--- src/bp_settings.svh ---
// Branch predictor sizes
`ifndef BP_SETTINGS_SVH
`define BP_SETTINGS_SVH

// Number of BTB entries, power of two
`define BP_BTB_ENTRIES 32

// Global history length
// The PHT holds 2**BP_GHR_BITS counters
`define BP_GHR_BITS 5

// PC and target width
`define BP_XLEN 32

`endif

--- src/bp_pkg.sv ---
// Branch predictor types
`default_nettype none

package bp_pkg;

    // RISC-V major opcodes seen by the predictor
    typedef enum logic [6:0] {
        OP_OTHER  = 7'b0000000,
        OP_BRANCH = 7'b1100011,
        OP_JALR   = 7'b1100111,
        OP_JAL    = 7'b1101111
    } opcode_e;

    // 2-bit saturating counter values
    // 00 strong not taken, 11 strong taken
    localparam logic [1:0] CTR_WEAK_NT = 2'b01;
    localparam logic [1:0] CTR_MAX     = 2'b11;

endpackage

`default_nettype wire

--- src/btb_lookup_if.sv ---
// BTB lookup result
`default_nettype none

`include "bp_settings.svh"

interface btb_lookup_if;
    logic                hit;
    logic                is_jump;
    logic                is_branch;
    logic [`BP_XLEN-1:0] target;

    modport src (
        output hit,
        output is_jump,
        output is_branch,
        output target
    );

    modport dst (
        input hit,
        input is_jump,
        input is_branch,
        input target
    );
endinterface

`default_nettype wire

--- src/btb.sv ---
// Branch target buffer
`default_nettype none

`include "bp_settings.svh"

module btb #(
    parameter  int ENTRIES = `BP_BTB_ENTRIES,
    parameter  int XLEN    = `BP_XLEN,
    localparam int IDX_W   = $clog2(ENTRIES)
) (
    input  wire                  clk,
    input  wire                  rst_n_i,
    input  wire [XLEN-1:0]       pc_i,
    input  wire bp_pkg::opcode_e op_i,
    input  wire                  we_i,
    input  wire [IDX_W-1:0]      waddr_i,
    input  wire [XLEN-1:0]       wdata_i,
    btb_lookup_if.src            lookup_o
);

    // Entry storage
    logic [XLEN-1:0]    tag_q    [ENTRIES];
    logic [XLEN-1:0]    target_q [ENTRIES];
    logic [ENTRIES-1:0] jflag_q;
    logic [ENTRIES-1:0] bflag_q;
    logic [ENTRIES-1:0] valid_q;

    logic [IDX_W-1:0]   rd_idx;
    logic               hit;

    // Fetch tag and hit travel two stages to execute
    logic [XLEN-1:0]    tag_d_q;
    logic [XLEN-1:0]    tag_e_q;
    logic               hit_d_q;
    logic               hit_e_q;

    // Decode opcode travels one stage
    bp_pkg::opcode_e    op_e_q;

    logic               wr_ok;

    assign rd_idx = pc_i[IDX_W+1:2];

    // Full PC compare, so aliasing PCs never hit each other's entry
    assign hit = valid_q[rd_idx] && (tag_q[rd_idx] == pc_i);

    assign lookup_o.hit       = hit;
    assign lookup_o.is_jump   = jflag_q[rd_idx];
    assign lookup_o.is_branch = bflag_q[rd_idx];
    assign lookup_o.target    = target_q[rd_idx];

    always_ff @(posedge clk or negedge rst_n_i) begin
        if (!rst_n_i) begin
            tag_d_q <= '0;
            tag_e_q <= '0;
            hit_d_q <= 1'b0;
            hit_e_q <= 1'b0;
            op_e_q  <= bp_pkg::OP_OTHER;
        end else begin
            tag_d_q <= pc_i;
            tag_e_q <= tag_d_q;
            hit_d_q <= hit;
            hit_e_q <= hit_d_q;
            op_e_q  <= op_i;
        end
    end

    // Refill only when the instruction missed at fetch,
    // or its slot has since gone invalid
    assign wr_ok = we_i && (!hit_e_q || !valid_q[waddr_i]);

    always_ff @(posedge clk or negedge rst_n_i) begin
        if (!rst_n_i) begin
            valid_q <= '0;
        end else if (wr_ok) begin
            valid_q[waddr_i] <= 1'b1;
        end
    end

    always_ff @(posedge clk) begin
        if (wr_ok) begin
            tag_q[waddr_i]    <= tag_e_q;
            target_q[waddr_i] <= wdata_i;
            jflag_q[waddr_i]  <= (op_e_q == bp_pkg::OP_JAL) || (op_e_q == bp_pkg::OP_JALR);
            bflag_q[waddr_i]  <= (op_e_q == bp_pkg::OP_BRANCH);
        end
    end

    // The selector and the refill path both depend on a clean hit
    a_hit_known: assert property (
        @(posedge clk) disable iff (!rst_n_i)
        !$isunknown(lookup_o.hit)
    );

endmodule

`default_nettype wire

--- src/gshare_pht.sv ---
// Gshare pattern history table
`default_nettype none

`include "bp_settings.svh"

module gshare_pht #(
    parameter  int XLEN  = `BP_XLEN,
    parameter  int GHR_W = `BP_GHR_BITS,
    localparam int DEPTH = 1 << GHR_W
) (
    input  wire              clk,
    input  wire              rst_n_i,
    input  wire [XLEN-1:0]   pc_i,
    input  wire              ghr_clear_i,
    input  wire              taken_i,
    input  wire              we_i,
    input  wire              inc_i,
    input  wire [GHR_W-1:0]  waddr_i,
    output logic [GHR_W-1:0] raddr_o,
    output logic             pred_taken_o
);

    logic [GHR_W-1:0] ghr_q;
    logic [1:0]       pht_q [DEPTH];
    logic [GHR_W-1:0] rd_idx;
    logic [1:0]       wr_ctr;

    // Gshare index, word-aligned PC bits folded with history
    assign rd_idx       = pc_i[GHR_W+1:2] ^ ghr_q;
    assign raddr_o      = rd_idx;
    assign pred_taken_o = pht_q[rd_idx][1];

    // Saturating step of the addressed counter
    always_comb begin
        wr_ctr = pht_q[waddr_i];
        if (inc_i && (pht_q[waddr_i] != bp_pkg::CTR_MAX)) begin
            wr_ctr = pht_q[waddr_i] + 2'd1;
        end else if (!inc_i && (pht_q[waddr_i] != 2'b00)) begin
            wr_ctr = pht_q[waddr_i] - 2'd1;
        end
    end

    always_ff @(posedge clk or negedge rst_n_i) begin
        if (!rst_n_i) begin
            for (int i = 0; i < DEPTH; i++) begin
                pht_q[i] <= bp_pkg::CTR_WEAK_NT;
            end
        end else if (we_i) begin
            pht_q[waddr_i] <= wr_ctr;
        end
    end

    // History takes every prediction, not only resolved branches
    always_ff @(posedge clk or negedge rst_n_i) begin
        if (!rst_n_i) begin
            ghr_q <= '0;
        end else if (ghr_clear_i) begin
            ghr_q <= '0;
        end else begin
            ghr_q <= {ghr_q[GHR_W-2:0], taken_i};
        end
    end

    // Counter moves by one step at most per update
    a_ctr_step: assert property (
        @(posedge clk) disable iff (!rst_n_i)
        we_i |=> (2'(pht_q[$past(waddr_i)] - $past(pht_q[waddr_i])) != 2'b10)
    );

endmodule

`default_nettype wire

--- src/predict_select.sv ---
// Next-PC selection
`default_nettype none

`include "bp_settings.svh"

module predict_select #(
    parameter int XLEN = `BP_XLEN
) (
    input  wire [XLEN-1:0]  pc_i,
    btb_lookup_if.dst       lookup_i,
    input  wire             pht_taken_i,
    output logic [XLEN-1:0] target_o,
    output logic            taken_o
);

    always_comb begin
        // Fall through to the next sequential instruction
        target_o = pc_i + XLEN'(4);
        taken_o  = 1'b0;
        if (lookup_i.hit && lookup_i.is_jump) begin
            // Jumps are always taken
            target_o = lookup_i.target;
            taken_o  = 1'b1;
        end else if (lookup_i.hit && lookup_i.is_branch) begin
            target_o = lookup_i.target;
            taken_o  = pht_taken_i;
        end
    end

    // Refill decodes a single opcode, so one kind per entry
    always_comb begin
        if (lookup_i.hit === 1'b1) begin
            a_one_kind: assert final (!(lookup_i.is_jump && lookup_i.is_branch));
        end
    end

endmodule

`default_nettype wire

--- src/branch_predictor.sv ---
// Branch predictor top
`default_nettype none

`include "bp_settings.svh"

module branch_predictor (
    input  wire                               clk,
    input  wire                               rst_n_i,
    input  wire [`BP_XLEN-1:0]                pc_i,
    input  wire bp_pkg::opcode_e              op_i,
    input  wire                               btb_we_i,
    input  wire [$clog2(`BP_BTB_ENTRIES)-1:0] btb_waddr_i,
    input  wire [`BP_XLEN-1:0]                btb_wdata_i,
    input  wire                               pht_we_i,
    input  wire                               pht_inc_i,
    input  wire [`BP_GHR_BITS-1:0]            pht_waddr_i,
    input  wire                               ghr_clear_i,
    output wire [`BP_XLEN-1:0]                target_o,
    output wire                               taken_o,
    output wire [`BP_GHR_BITS-1:0]            pht_raddr_o
);

    btb_lookup_if lookup ();

    wire pht_taken;

    btb u_btb (
        .clk      (clk),
        .rst_n_i  (rst_n_i),
        .pc_i     (pc_i),
        .op_i     (op_i),
        .we_i     (btb_we_i),
        .waddr_i  (btb_waddr_i),
        .wdata_i  (btb_wdata_i),
        .lookup_o (lookup)
    );

    // Final taken feeds back into the history register
    gshare_pht u_pht (
        .clk          (clk),
        .rst_n_i      (rst_n_i),
        .pc_i         (pc_i),
        .ghr_clear_i  (ghr_clear_i),
        .taken_i      (taken_o),
        .we_i         (pht_we_i),
        .inc_i        (pht_inc_i),
        .waddr_i      (pht_waddr_i),
        .raddr_o      (pht_raddr_o),
        .pred_taken_o (pht_taken)
    );

    predict_select u_sel (
        .pc_i        (pc_i),
        .lookup_i    (lookup),
        .pht_taken_i (pht_taken),
        .target_o    (target_o),
        .taken_o     (taken_o)
    );

endmodule

`default_nettype wire

--- config.mk ---
export PLATFORM = sky130hd
export DESIGN_NAME = branch_predictor
export DESIGN_NICKNAME = d
export VERILOG_FILES = /design/src/bp_pkg.sv /design/src/btb_lookup_if.sv /design/src/btb.sv /design/src/gshare_pht.sv /design/src/predict_select.sv /design/src/branch_predictor.sv
export VERILOG_INCLUDE_DIRS = /design/src /design/src/src
export SDC_FILE = /design/constraint.sdc
export NUM_CORES = 2
export LEC_CHECK = 0
export ABC_CLOCK_PERIOD_IN_PS = 6500
export BUFFER_PORTS_ARGS = -buffer_cell sky130_fd_sc_hd__buf_2
export CORE_MARGIN = 1.5
export CORE_UTILIZATION = 40
export CTS_CLUSTER_SIZE = 12
export DETAILED_ROUTE_END_ITERATION = 10
export SYNTH_ARGS = -nofsm -noshare
export SYNTH_HDL_FRONTEND = slang
export SYNTH_SLANG_ARGS = --single-unit
export TNS_END_PERCENT = 5
--- constraint.sdc ---
create_clock -name clk -period 6.5 [get_ports clk]
set_input_delay 0.65 -clock clk [delete_from_list [all_inputs] [get_ports clk]]
set_output_delay 0.65 -clock clk [all_outputs]
set_load 0.05 [all_outputs]
## Word level (Yosys, flattened, before mapping)

Memory sizes are Yosys's and may differ from the RTL's.
Cells that the tools add are included.

- Bitwise logic cells: 4
- Mux-type cells: 30
- Equality and inequality tests: 5
- $lt $le $gt $ge: 6
- Reduce and logical (&&, ||, !) cells: 14
- Add/subtract/negate cells: 3

Operator list:

| operator | count |
|---|---|
| $bwmux 32 | 2 |
| $bwmux 64 | 1 |
| $mux 32 | 2 |
| $add 32x3->32 const B | 1 |
| $eq 32x32->1 | 1 |
| $or 32x32->32 | 1 |
| $eq 7x7->1 const B | 3 |
| $bmux 1 s5 | 4 |
| $bmux 2 s5 | 2 |
| $mux 2 | 7 |
| $ge 6x6->1 const B | 2 |
| $lt 5x6->1 const B | 2 |
| $not 5->6 | 2 |
| $demux 2 s5 | 1 |
| $mux 1 | 9 |
| $logic_and 1x1->1 | 8 |
| $lt 6x1->1 const B | 1 |
| $demux 1 s5 | 1 |
| $ge 5x1->1 const B | 1 |
| $mux 5 | 1 |
| $xor 5x5->5 | 1 |
| $logic_not 1->1 | 3 |
| $add 2x1->2 const B | 1 |
| $logic_or 1x1->1 | 2 |
| other kinds (3) | 3 |

- Register bits after elaboration: 238
- Output and inout bits: 38
- Memory bits (writable): 2048
- Memories: 2
- Word-level logic and storage cells: 105

Memories:

| name | words | width | rd ports | clocked after memory_dff | wr ports | RTL line | RTL |
|---|---|---|---|---|---|---|---|
| u_btb.tag_q | 32 | 32 | 1 | 0 | 1 | btb.sv:22 | `logic [XLEN-1:0] tag_q [ENTRIES];` |
| u_btb.target_q | 32 | 32 | 1 | 0 | 1 | btb.sv:23 | `logic [XLEN-1:0] target_q [ENTRIES];` |

## Longest topological paths before layout

- Depth in word-level cells: 9
- Gate-level depth with buffers: 17

## Modules after synthesis

A second synthesis with hierarchy kept.

- Cell total of the unflattened synthesis: 4254
- Area total of the unflattened synthesis: 89772.3 um^2

By module, submodules not included:

| module | area an instance (um^2) | sequential area each (um^2) | times used | cells each |
|---|---|---|---|---|
| btb | 84133.2 | 66048.3 | 1 | 3643 |
| gshare_pht | 4642.0 | 1766.7 | 1 | 447 |
| predict_select | 997.2 | 0.0 | 1 | 164 |

## Worst setup path before layout

Ideal clock, no wire load.

- Path kind: input to register
- Start: input port btb_waddr_i[0]
- End: register u_btb.bflag_q[10] (enable)
- Slack: 0.577 ns
- Required time: 6.008 ns
- Cell stages on the path: 9
- Buffers on the path: 1
- Library setup time: 0.492 ns
- Data arrival time: 5.431 ns
- Cells stage by stage: buf_1 > mux4_2 > inv_1 > o22ai_1 > o41ai_1 > nand2_1 > nor2_1 > nand2_1 > nor2_1

- Longest elaborated chain between the ends: 5

RTL lines:

| what | RTL line | RTL |
|---|---|---|
| start, declared | branch_predictor.sv:12 | `` input wire [$clog2(`BP_BTB_ENTRIES)-1:0] btb_waddr_i, `` |
| $bmux 1 s5 | btb.sv:70 | `assign wr_ok = we_i && (!hit_e_q \|\| !valid_q[waddr_i]);` |
| $mux 1 (not written as such) | btb.sv:70 |  |
| $logic_not 1->1 | btb.sv:70 |  |
| $logic_or 1x1->1 | btb.sv:70 |  |
| $logic_and 1x1->1 | btb.sv:70 |  |
| end signal, assigned by index | btb.sv:85 | `bflag_q[waddr_i] <= (op_e_q == bp_pkg::OP_BRANCH);` |
| end, declared | btb.sv:25 | `logic [ENTRIES-1:0] bflag_q;` |

Every way passes these cells. The select of a mux whose other input is x is not followed.
A chain may end at the register's enable or synchronous reset.

## Worst setup path in the final report

- Start: input port pc_i[4]
- End: output port target_o[7]

- Longest elaborated chain between the ends: 6
- Elaborated cells between the ends (all ways): 15
- Those cells by class: add/sub (1); eq/ne (1); mux (8); reduce/logical (3); memory (2)

RTL lines:

| what | RTL line | RTL |
|---|---|---|
| start, declared | branch_predictor.sv:9 | `` input wire [`BP_XLEN-1:0] pc_i, `` |
| $mem_v2 32x32 / $bmux 1 s5 (equally long branches) | - |  |
| $eq 32x32->1 / $mux 1 (equally long branches) | btb.sv:45 | `assign hit = valid_q[rd_idx] && (tag_q[rd_idx] == pc_i);` |
| $logic_and 1x1->1 | btb.sv:45 |  |
| $logic_and 1x1->1 | predict_select.sv:24 | `end else if (lookup_i.hit && lookup_i.is_branch) begin` |
| $mux 32 | predict_select.sv:24 |  |
| $mux 32 (*) | predict_select.sv:20 | `if (lookup_i.hit && lookup_i.is_jump) begin` |
| end, declared | branch_predictor.sv:18 | `` output wire [`BP_XLEN-1:0] target_o, `` |

Every way passes the cells marked *; elsewhere a longest branch is shown, timed or not. The select of a mux whose other input is x is not followed.

==> summary.md <==
| Metric | Value |
|---|---|
| Top cells by count, synth | 2112 x edfxtp_1, 548 x mux4_2, 207 x mux2i_1 |
| Worst R2R Setup Slack | 2.38 ns |
| EDFF count, synth | 2112 |
| First-pass iteration count of the detailed router | 5 |
| Pleak | 0.0330 uW |
| CTS tree | built |
| Fill cells | 18200 |
| Post-Synthesis Cells | 4041 |
| Placed cell area | 94400 um^2 |
| Layout cells sized above 1 | 29.1% |
| Startpoint types | input port |
| Crit-path max cell delay | 0.57 ns |
| Final Slew Violations | 0 |
| Total power | 31300 uW |
| Post-CTS Setup Inserts | 0 |
| Final worst path period share | 90.7% |
| Std cell rows | 172 |
| First-pass GRT wire length | 345 mm |
| Crit. End Element | output port |
| Slew margin rel. | 18.1% |
| DR iter-0 viols | 5714 |
| Synth area leader | edfxtp_1 |
| Starting Density | 40.3% |
| Actual slew at the worst max-slew pin | 1.23 ns |
| Worst-path clk slew | 0.06 ns |
| Slowest library cell on the worst path | buf_4 |
| CP delay by family, top | buffers and inverters |
| Critical path peak fanout | 46 |
| Worst Clk Skew | 0.0538 ns |
| Initial antenna violation count | 20 |
| Drt total wl | 246 mm |
| Post-synth ARST share | 7.61% |
| Final HPWL DP | 134 mm |
| Area Overhead vs Synth | 14.7% |
| Placer congestion estimate | 0.819 |
| Final setup TNS | 0 ns |
| PortBufs | 124 |
| H-tree depth | 4 |
| Area share of the largest cell type after synthesis | 71.6% |
| Arr. time, crit path | 5.25 ns |
| Die ar. | 224000 um^2 |
| Maximum clock frequency | 170 MHz |
| CP bufs+invs | 5 |
| RSZ-0062 raised after global routing | no |
| CP Data Required Time | 5.85 ns |
| R2R depth | 9 |
| DR vias | 44000 |
| #FFs+latches synth | 2286 |
| Cell with the most instances after synthesis | edfxtp_1 |
| Most used DFF post-synth | edfxtp_1 |
| Core area | 220000 um^2 |
| Vias per inst | 5.85 |
| DIE HEIGHT | 474 um |
| Antenna Nets Post-Route | 0 |
| Nets | 4458 |
| Clock root cell | clkbuf_16 |
| Final Setup Violations | 0 |
| Hold_sp | pc_i[31] |
| Seq/Total Area, Yosys | 76.5% |
| CP Class | in -> out |
| Placed Cells | 7078 |
| Grt total ovfl | 0 |
| Wire per inst | 32.7 um |
| Synth cell types | 74 |
| Worst Hold Class | in -> reg |
| R2R Path Start | u_btb.valid_q[19] |
| Syn nets | 4131 |
| Yosys warnings | 0 |
| Min-Delay Path Depth | 1 |
| Die W | 474 um |
| Final Hold Fails | 0 |
| Top cells by area, synth | edfxtp_1 72%, mux4_2 14%, dfrtp_1 4.0% |
| CTS buffer count | 228 |
| Clock Tree Buf Depth | 3 |
| # DRC | 0 |
| Post-route cell area | 102000 um^2 |
| Power Dens Cells | 308 nW/um^2 |
| Largest net degree at the start of global routing | 121 |
| Status | completed |
| Worst-path cell chain | clkbuf_8 > buf_4 > buf_4 > mux4_2 > a22o_1 > a211oi_1 > a31oi_1 > xnor2_1 > o2111ai_1 > nor3_1 > nand4_1 > buf_12 > mux2_4 > o211a_1 > buf_12 |
| Minimum clock period | 5.90 ns |
| Clk_lat worst skew | 0.90 ns |
| Number of global-route vias before repair | 44200 |
| Worst vdd ir | 0.244 mV |
| Syn Area/Cell | 21.9 um^2 |
| Reg-to-reg endpoint | u_btb.target_q[26][18] |
| Max_cap viols | 0 |
| GRT Total Usage | 21.9% |
| Hold Worst Slack | 0.0602 ns |
| Hold endpoint | u_btb.tag_d_q[31] |
| IO Pins | 125 |
| Layout Cells excl Fill | 7519 |
| Clk sinks | 2286 |
| Synthesized area | 88600 um^2 |
==> repair_timing <==
item                      CTS  global route
hold buffers               17             1
hold endpoints to repair   50             1
gates resized for setup     0             0
==> cell type report <==
cell class | count | area, um^2 | area share (%)
multi-input cells | 1520 | 19800 | 19.5
repair buffers | 308 | 3110 | 3.06
diodes | 8 | 20.0 | 0.0197
clock inverters | 57 | 692 | 0.681
well taps | 2958 | 3700 | 3.64
flip-flops and latches | 2286 | 67800 | 66.7
clock buffers | 358 | 6370 | 6.27
inverters | 24 | 100 | 0.0985
==> state kept, by name (all words and copies together), names as in the netlist <==
name,flops
u_pht.ghr_q,5
u_btb.jflag_q,32
u_btb.hit_e_q,1
u_btb.op_e_q,7
u_btb.target_q,1024
u_btb.tag_e_q,32
u_pht.pht_q,64
u_btb.tag_q,1024
u_btb.hit_d_q,1
u_btb.bflag_q,32
u_btb.valid_q,32
u_btb.tag_d_q,32
==> kinds of logic after synthesis <==
kind of cell               synth area share [%]
and+or+nand+nor                            2.05
muxes                                      17.3
adders and majority gates                0.0424
AOI/OAI and AO/OA                          2.13
buffers and inverters                      1.40
DFF                                        76.5
xor gates and xnor gates                  0.563
==> layout by cell type (no fill, tap or decap), types with 20 or more instances in the layout <==
cell and count:
nand2_1 109, or2_2 39, xor2_1 28, a22oi_1 48, xnor2_1 28, mux2i_1 207
buf_4 122, edfxtp_1 2112, mux4_2 548, a21oi_1 34, mux2_2 77, clkbuf_1 113
dfstp_2 32, clkbuf_16 229, nand3_1 36, nor2_4 32, o21ai_0 35, o221ai_1 23
buf_12 75, dfrtp_1 142, inv_1 20, buf_2 88, nor2_1 55
==> power by group <==
group          internal (uW)  switching [uW]
combinational            901            1190
sequential             16500             237
clock                   6910            5570
total                  24300            7000
==> per-stage QoR <==
stage / utilization, % / worst slack [ns]
6_report: 46.2 / 0.602
3_3_place_gp: 42.9 / 0.690
3_5_place_dp: 42.9 / 0.728
4_1_cts: 46.2 / 0.695
5_1_grt: 46.2 / 0.497
2_1_floorplan: - / 0.577
==> routing by layer <==
| layer | GRT usage (%) | wire, um | up-vias |
|---|---|---|---|
| met3 | 3.67 | 18000 | 359 |
| li1 | - | - | 17600 |
| met4 | 6.02 | 6680 | 18 |
| met5 | 0 | 104 | - |
| met1 | 30.6 | 101000 | 24200 |
| met2 | 35.6 | 120000 | 1887 |
==> how the worst max path moves through the flow <==
| stage | cells after the start | slack [ns] | to | startpoint |
|---|---|---|---|---|
| floorplan | 9 | 0.58 | u_btb.bflag_q[10] | btb_waddr_i[0] |
| global placement | 14 | 0.69 | target_o[7] | pc_i[2] |
| detailed placement | 13 | 0.73 | taken_o | pc_i[2] |
| CTS | 14 | 0.70 | target_o[7] | pc_i[2] |
| global route | 14 | 0.50 | taken_o | pc_i[4] |
| finish | 15 | 0.60 | target_o[7] | pc_i[4] |
(Power assumes the default switching activity.)
